<file path="src/board_pkg.sv">
package board_pkg;

    //----------------------------------------------------------------------
    // board resources

    localparam int w_key   = 2;
    localparam int w_led   = 6;
    localparam int w_color = 8;

    // on-board oscillator
    localparam int clk_mhz = 27;

    //----------------------------------------------------------------------
    // 640x480 video timing

    // horizontal, in pixels
    localparam int h_active = 640;
    localparam int h_front  = 16;
    localparam int h_sync   = 96;
    localparam int h_back   = 48;
    localparam int h_total  = h_active + h_front + h_sync + h_back;

    // vertical, in lines
    localparam int v_active = 480;
    localparam int v_front  = 10;
    localparam int v_sync   = 2;
    localparam int v_back   = 33;
    localparam int v_total  = v_active + v_front + v_sync + v_back;

    localparam int w_x = 10;
    localparam int w_y = 10;

    // one slow tick per second on the board clock
    localparam int slow_div_default = clk_mhz * 1_000_000;

    //----------------------------------------------------------------------
    // shared types

    typedef logic [w_key   - 1:0] key_t;
    typedef logic [w_led   - 1:0] led_t;
    typedef logic [w_color - 1:0] color_t;
    typedef logic [w_x     - 1:0] coord_t;

    typedef enum logic [1:0]
    {
        phase_active,
        phase_front,
        phase_sync,
        phase_back
    } scan_phase_t;

    typedef enum logic
    {
        mode_run,
        mode_pause
    } lab_mode_t;

endpackage

</file>
<file path="src/board_specific_top.sv">
`timescale 1ns/1ps

module board_specific_top
    import board_pkg::*;
#(
    parameter int slow_div = slow_div_default
)
(
    input  logic               clk,
    input  logic               i_rst,

    // active-low buttons and LEDs on the board
    input  logic [w_key - 1:0] i_key,
    output logic [w_led - 1:0] o_led,

    // raw video out
    output logic               o_hsync,
    output logic               o_vsync,
    output logic               o_de,
    output color_t             o_red,
    output color_t             o_green,
    output color_t             o_blue
);

    //----------------------------------------------------------------------
    // pins to lab keys and lab leds back to pins

    key_t   lab_key;
    led_t   lab_led;
    key_t   lab_press;

    logic   slow_tick;
    coord_t x;
    coord_t y;

    // key pins are active low and wired in reverse order
    for (genvar i = 0; i < w_key; i++)
    begin : g_key
        assign lab_key[i] = ~i_key[w_key - 1 - i];
    end

    // same for the leds
    for (genvar i = 0; i < w_led; i++)
    begin : g_led
        assign o_led[i] = ~lab_led[w_led - 1 - i];
    end

    //----------------------------------------------------------------------

    key_sync key_sync_inst
    (
        .clk         ( clk         ),
        .i_rst       ( i_rst       ),
        .i_key       ( lab_key     ),
        .o_level     (             ),
        .o_press     ( lab_press   )
    );

    slow_clk_gen
    #(
        .slow_div    ( slow_div    )
    )
    slow_clk_gen_inst
    (
        .clk         ( clk         ),
        .i_rst       ( i_rst       ),
        .o_slow_tick ( slow_tick   )
    );

    // stands in for the pll-driven pixel clock path on the board
    vga_timing vga_timing_inst
    (
        .clk         ( clk         ),
        .i_rst       ( i_rst       ),
        .o_x         ( x           ),
        .o_y         ( y           ),
        .o_de        ( o_de        ),
        .o_hsync     ( o_hsync     ),
        .o_vsync     ( o_vsync     )
    );

    lab_top lab_top_inst
    (
        .clk         ( clk         ),
        .i_rst       ( i_rst       ),
        .i_slow_tick ( slow_tick   ),
        .i_press     ( lab_press   ),
        .i_x         ( x           ),
        .i_y         ( y           ),
        .i_de        ( o_de        ),
        .o_led       ( lab_led     ),
        .o_red       ( o_red       ),
        .o_green     ( o_green     ),
        .o_blue      ( o_blue      )
    );

endmodule

</file>
<file path="src/key_sync.sv">
`timescale 1ns/1ps

module key_sync
    import board_pkg::*;
(
    input  logic clk,
    input  logic i_rst,
    input  key_t i_key,
    output key_t o_level,
    output key_t o_press
);

    key_t sync_1;
    key_t sync_2;
    key_t level_prev;

    // buttons are asynchronous to clk
    always_ff @(posedge clk)
    begin
        if (i_rst)
        begin
            sync_1 <= '0;
            sync_2 <= '0;
        end
        else
        begin
            sync_1 <= i_key;
            sync_2 <= sync_1;
        end
    end

    // rising edge of the synchronized level, registered
    always_ff @(posedge clk)
    begin
        if (i_rst)
        begin
            level_prev <= '0;
            o_press    <= '0;
        end
        else
        begin
            level_prev <= sync_2;
            o_press    <= sync_2 & ~level_prev;
        end
    end

    assign o_level = sync_2;

endmodule

</file>
<file path="src/lab_top.sv">
`timescale 1ns/1ps

module lab_top
    import board_pkg::*;
(
    input  logic   clk,
    input  logic   i_rst,
    input  logic   i_slow_tick,
    input  key_t   i_press,

    input  coord_t i_x,
    input  coord_t i_y,
    input  logic   i_de,

    output led_t   o_led,
    output color_t o_red,
    output color_t o_green,
    output color_t o_blue
);

    //----------------------------------------------------------------------
    // run / pause state

    lab_mode_t mode;

    logic toggle_req;
    logic clear_req;
    logic count_en;

    // key 0 toggles the mode, key 1 clears the counter
    assign toggle_req = i_press[0];
    assign clear_req  = i_press[1];

    always_ff @(posedge clk)
    begin
        if (i_rst)
        begin
            mode <= mode_run;
        end
        else if (toggle_req)
        begin
            case (mode)
                mode_run:   mode <= mode_pause;
                mode_pause: mode <= mode_run;
                default:    mode <= mode_run;
            endcase
        end
    end

    //----------------------------------------------------------------------
    // led counter

    led_t cnt;

    assign count_en = i_slow_tick && (mode == mode_run);

    // a clear wins over an increment in the same cycle
    always_ff @(posedge clk)
    begin
        if (i_rst)
        begin
            cnt <= '0;
        end
        else if (clear_req)
        begin
            cnt <= '0;
        end
        else if (count_en)
        begin
            // wraps at 64 on its own
            cnt <= cnt + 1'b1;
        end
    end

    assign o_led = cnt;

    //----------------------------------------------------------------------
    // colour pattern

    // combinational so colours line up with de from vga_timing
    always_comb
    begin
        if (i_de)
        begin
            o_red   = i_x[w_color - 1:0];
            o_green = i_y[w_color - 1:0];
            o_blue  = {cnt, 2'b00};
        end
        else
        begin
            o_red   = '0;
            o_green = '0;
            o_blue  = '0;
        end
    end

endmodule

</file>
<file path="src/slow_clk_gen.sv">
`timescale 1ns/1ps

module slow_clk_gen
    import board_pkg::*;
#(
    parameter int slow_div = slow_div_default
)
(
    input  logic clk,
    input  logic i_rst,
    output logic o_slow_tick
);

    localparam int w_cnt = (slow_div > 1) ? $clog2(slow_div) : 1;

    logic [w_cnt - 1:0] cnt;

    // enable strobe instead of a divided clock, everything stays on clk
    always_ff @(posedge clk)
    begin
        if (i_rst)
        begin
            cnt         <= '0;
            o_slow_tick <= 1'b0;
        end
        else if (cnt == w_cnt'(slow_div - 1))
        begin
            cnt         <= '0;
            o_slow_tick <= 1'b1;
        end
        else
        begin
            cnt         <= cnt + 1'b1;
            o_slow_tick <= 1'b0;
        end
    end

endmodule

</file>
<file path="src/vga_timing.sv">
`timescale 1ns/1ps

module vga_timing
    import board_pkg::*;
(
    input  logic   clk,
    input  logic   i_rst,
    output coord_t o_x,
    output coord_t o_y,
    output logic   o_de,
    output logic   o_hsync,
    output logic   o_vsync
);

    //----------------------------------------------------------------------
    // phase of one scan axis from its position

    function automatic scan_phase_t scan_phase
    (
        input coord_t pos,
        input int     len_active,
        input int     len_front,
        input int     len_sync
    );
        scan_phase_t phase;

        if (int'(pos) < len_active)
            phase = phase_active;
        else if (int'(pos) < len_active + len_front)
            phase = phase_front;
        else if (int'(pos) < len_active + len_front + len_sync)
            phase = phase_sync;
        else
            phase = phase_back;

        return phase;
    endfunction

    //----------------------------------------------------------------------
    // scan counters

    coord_t x;
    coord_t y;

    logic x_wrap;
    logic y_wrap;

    assign x_wrap = (x == coord_t'(h_total - 1));
    assign y_wrap = (y == coord_t'(v_total - 1));

    // pixel rate is clk itself, one pixel per cycle
    always_ff @(posedge clk)
    begin
        if (i_rst)
        begin
            x <= '0;
        end
        else if (x_wrap)
        begin
            x <= '0;
        end
        else
        begin
            x <= x + 1'b1;
        end
    end

    // next line on every horizontal wrap
    always_ff @(posedge clk)
    begin
        if (i_rst)
        begin
            y <= '0;
        end
        else if (x_wrap)
        begin
            if (y_wrap)
                y <= '0;
            else
                y <= y + 1'b1;
        end
    end

    //----------------------------------------------------------------------
    // decode from the current counters

    scan_phase_t h_phase;
    scan_phase_t v_phase;

    assign h_phase = scan_phase(x, h_active, h_front, h_sync);
    assign v_phase = scan_phase(y, v_active, v_front, v_sync);

    assign o_de    = (h_phase == phase_active) && (v_phase == phase_active);

    // both syncs are active low
    assign o_hsync = (h_phase != phase_sync);
    assign o_vsync = (v_phase != phase_sync);

    assign o_x = x;
    assign o_y = y;

endmodule
</file>
<file path="config.mk">
export PLATFORM = sky130hd
export DESIGN_NAME = board_specific_top
export DESIGN_NICKNAME = d
export VERILOG_FILES = /design/src/board_pkg.sv /design/src/board_specific_top.sv /design/src/key_sync.sv /design/src/lab_top.sv /design/src/slow_clk_gen.sv /design/src/vga_timing.sv
export SDC_FILE = /design/constraint.sdc
export NUM_CORES = 1
export LEC_CHECK = 0
export ABC_AREA = 1
export BUFFER_PORTS_ARGS = -buffer_cell sky130_fd_sc_hd__buf_2
export CAP_MARGIN = 10
export CORE_MARGIN = 3
export CORE_UTILIZATION = 40
export CTS_CLUSTER_SIZE = 20
export DETAILED_ROUTE_END_ITERATION = 8
export GPL_TIMING_DRIVEN = 1
export HOLD_SLACK_MARGIN = 0.15
export PLACE_DENSITY = 0.64
export SYNTH_ARGS = -nofsm -noshare
export SYNTH_HDL_FRONTEND = slang
export SYNTH_SLANG_ARGS = --single-unit
</file>
<file path="constraint.sdc">
create_clock -name clk -period 2.53 [get_ports clk]
set_clock_uncertainty 0.2 [all_clocks]
set_input_delay 0.1265 -clock clk [delete_from_list [all_inputs] [get_ports clk]]
set_output_delay 0.1265 -clock clk [all_outputs]
set_load 0.05 [all_outputs]
</file>
==> metrics <==
Mapped Area=0.00326 mm²; I/O Buffers=34; Core Region=between 0.007 and 0.008 mm²; Yosys warning count=0; DP Wirelength=just under 5000 µm; Final TNS setup=0 ps; Setup CP Type=flop to output pin; drt first pass iters=4; slowest stage cell, crit path=dfxtp_1; H-tree levels=3; outcome=finished clean; largest net degree at the start of global routing=26; CTS tree=yes; gp weighted congestion=0.836; Clock Tree Root=clkbuf_8; via/cell ratio=4.62; Yosys cell types=34; biggest cell delay along the critical path=approximately 400 ps; CP Buf/Inv Count=3; Slew Limit Fails=0; Post-Synthesis Cells=481; Hold WS=~190 ps; GRT Overall Usage=roughly 15%; via count=a little under 3000; final period utilization=83.4%; LEAKAGE=1.43 nW; Filler Cells Inserted=811; RSZ-0062 raised after global routing=false; Critical Path Start Type=flop; total grt overflow=0; Starting DRT DRC Count=96; Ports=37; HP Class=flop to flop; antenna violations before repair=0; vias in the first global route=2556; Synth Register Bits=61; Die W=96.3 µm; CP arrival=1780 ps; Initial Util=41.8%; Post-Route WL=6330 µm; proportion of layout cells with a drive suffix above 1=17.8%; Avg Cell Area, Syn=between 6 and 7 µm²; Max VDD drop=roughly 0.28 mV; Hold Vio Cnt, Final=0; Synth-to-Final Area Change=14.2%; Peak Freq=474 MHz; CP Capture Type=output pin; Die ar.=0.00927 mm²; cell area power density=520 mW/mm²; Top delay family on crit path=buffers and inverters; remaining antenna violation count after routing=0; nets=roughly 530; register area share after synthesis=between 30% and 40%; crit path cell chain=inv_1 -> nor3_2 -> nor2_2 -> inv_2 -> nor2_1 -> buf_2; global-route wire length before repair=around 11000 µm; maximum clock path buffer count=2; die height=96.3 µm; Remaining DRCs=0; # rows=32; final critical-path required period=2110 ps; CTS clk-pin slew, worst paths=70 ps; ANT cells=0; Skew-Pair Late Insertion Delay=340 ps; Max-Cap Viols=0; number of CTS-inserted buffers=9; Critical Path RT=2200 ps; routed len/inst=10.1 µm; TritonCTS sink count=61; worst-path fanout max=22; post-cts gate resize count=0; setup violators final=0; Tot Pwr=between 1.5 and 2 mW
cells by family after synthesis:
| kind of cell | after synthesis | synth area share (%) |
|---|---|---|
| xor gates and xnor gates | 15 | 4.03 |
| DFF | 61 | 37.5 |
| and+or+nand+nor | 290 | 40.3 |
| AOI/OAI and AO/OA | 33 | 5.76 |
| buffers and inverters | 76 | 10.4 |
| other | 1 | 0.115 |
| adders and majority gates | 5 | 1.92 |
cell usage in the layout (no fill, tap or decap), types with 12 or more instances in the layout:
cell type,netlist,routed
nand2_1,102,102
nor2_1,101,100
inv_1,64,64
dfxtp_1,61,61
buf_2,2,34
nand3_1,25,25
nor2_2,21,22
a21oi_1,14,14
nor3_1,12,12
layout make-up:
class / instances / area (µm²) / share of cell area [%]
Clock inverter: 7 / 75.1 / 2.02
Multi-Input combinational cell: 345 / 1710 / 45.8
Tap cell: 102 / 128 / 3.43
Inverter: 66 / 248 / 6.66
Sequential cell: 61 / 1220 / 32.8
Clock buffer: 9 / 124 / 3.33
Timing Repair Buffer: 39 / 220 / 5.92
Yosys cell counts, drive strengths merged:
cell	n	area (µm²)
nor3b	1	7.51
a21oi	17	96.4
nand4	7	50.1
xor2	9	78.8
conb	1	3.75
nand2	109	432
xnor2	6	52.6
nand3	28	155
dfxtp	61	1220
nor2	127	567
and2	1	6.26
inv	66	248
ha	5	62.6
clkbuf	1	3.75
or2	2	12.5
o22ai	1	6.26
o21bai	3	22.5
nor3	13	70.1
o21ai	11	55.1
buf	9	87.6
nand3b	2	15.0
o211ai	1	7.51
state kept, by name, indices dropped and copies added (netlist names):
| register | cells |
|---|---|
| key_sync_inst.level_prev | 2 |
| key_sync_inst.sync_1 | 2 |
| slow_clk_gen_inst.cnt | 25 |
| lab_top_inst.o_led | 6 |
| slow_clk_gen_inst.o_slow_tick | 1 |
| key_sync_inst.o_level | 2 |
| vga_timing_inst.o_y | 10 |
| key_sync_inst.o_press | 2 |
| vga_timing_inst.o_x | 10 |
| lab_top_inst.mode | 1 |
layer usage:
metal  global-route usage [%]  wire [µm]  up-vias
li1                         -          -     1561
met1                     19.1       3100     1263
met2                     24.2       2740       72
met3                     5.16        387        7
met4                     4.62         94        0
met5                        0          0        -
metrics by stage:
step                      instance area [µm²]  utilization (%)  setup WS [ps]  cells
after floorplan                          3270                -            224    482
after global placement                   3470             44.5            729    608
after detailed placement                 3470             44.5            665    608
after CTS                                3720             47.7            377    629
after global routing                     3720             47.7            229    629
final                                    3720             47.7            420    629
worst paths after layout:
check	startpoint	end	slack [ps]	cells after the start
setup reg to reg	vga_timing_inst.o_x[0]	vga_timing_inst.o_y[4]	640	8
hold reg to reg	key_sync_inst.level_prev[1]	key_sync_inst.o_press[1]	190	1
setup / recovery	vga_timing_inst.o_y[7]	o_red[1]	420	6
hold / removal	key_sync_inst.level_prev[1]	key_sync_inst.o_press[1]	190	1
report_power, final:
| group | leakage (nW) | switching, mW | total [mW] | internal [mW] |
|---|---|---|---|---|
| Combinational | 0.833 | 0.0566 | 0.0806 | 0.0240 |
| Clock | 0.104 | 0.412 | 0.871 | 0.459 |
| Sequential | 0.494 | 0.00912 | 0.982 | 0.973 |
repair_timing:
action                    CTS  global route
hold endpoints to repair   15             0
setup buffers               0             0
hold buffers                5             0
worst register-to-register path, stage by stage (launching register included):
cell and delay (ps):
dfxtp_1 380, ha_1 200, nand2_2 90, nor2_4 120, nand4_2 190, nand2_2 280
nand2_1 180, nand2_1 110, nor2_1 40
(Power assumes the default switching activity.)
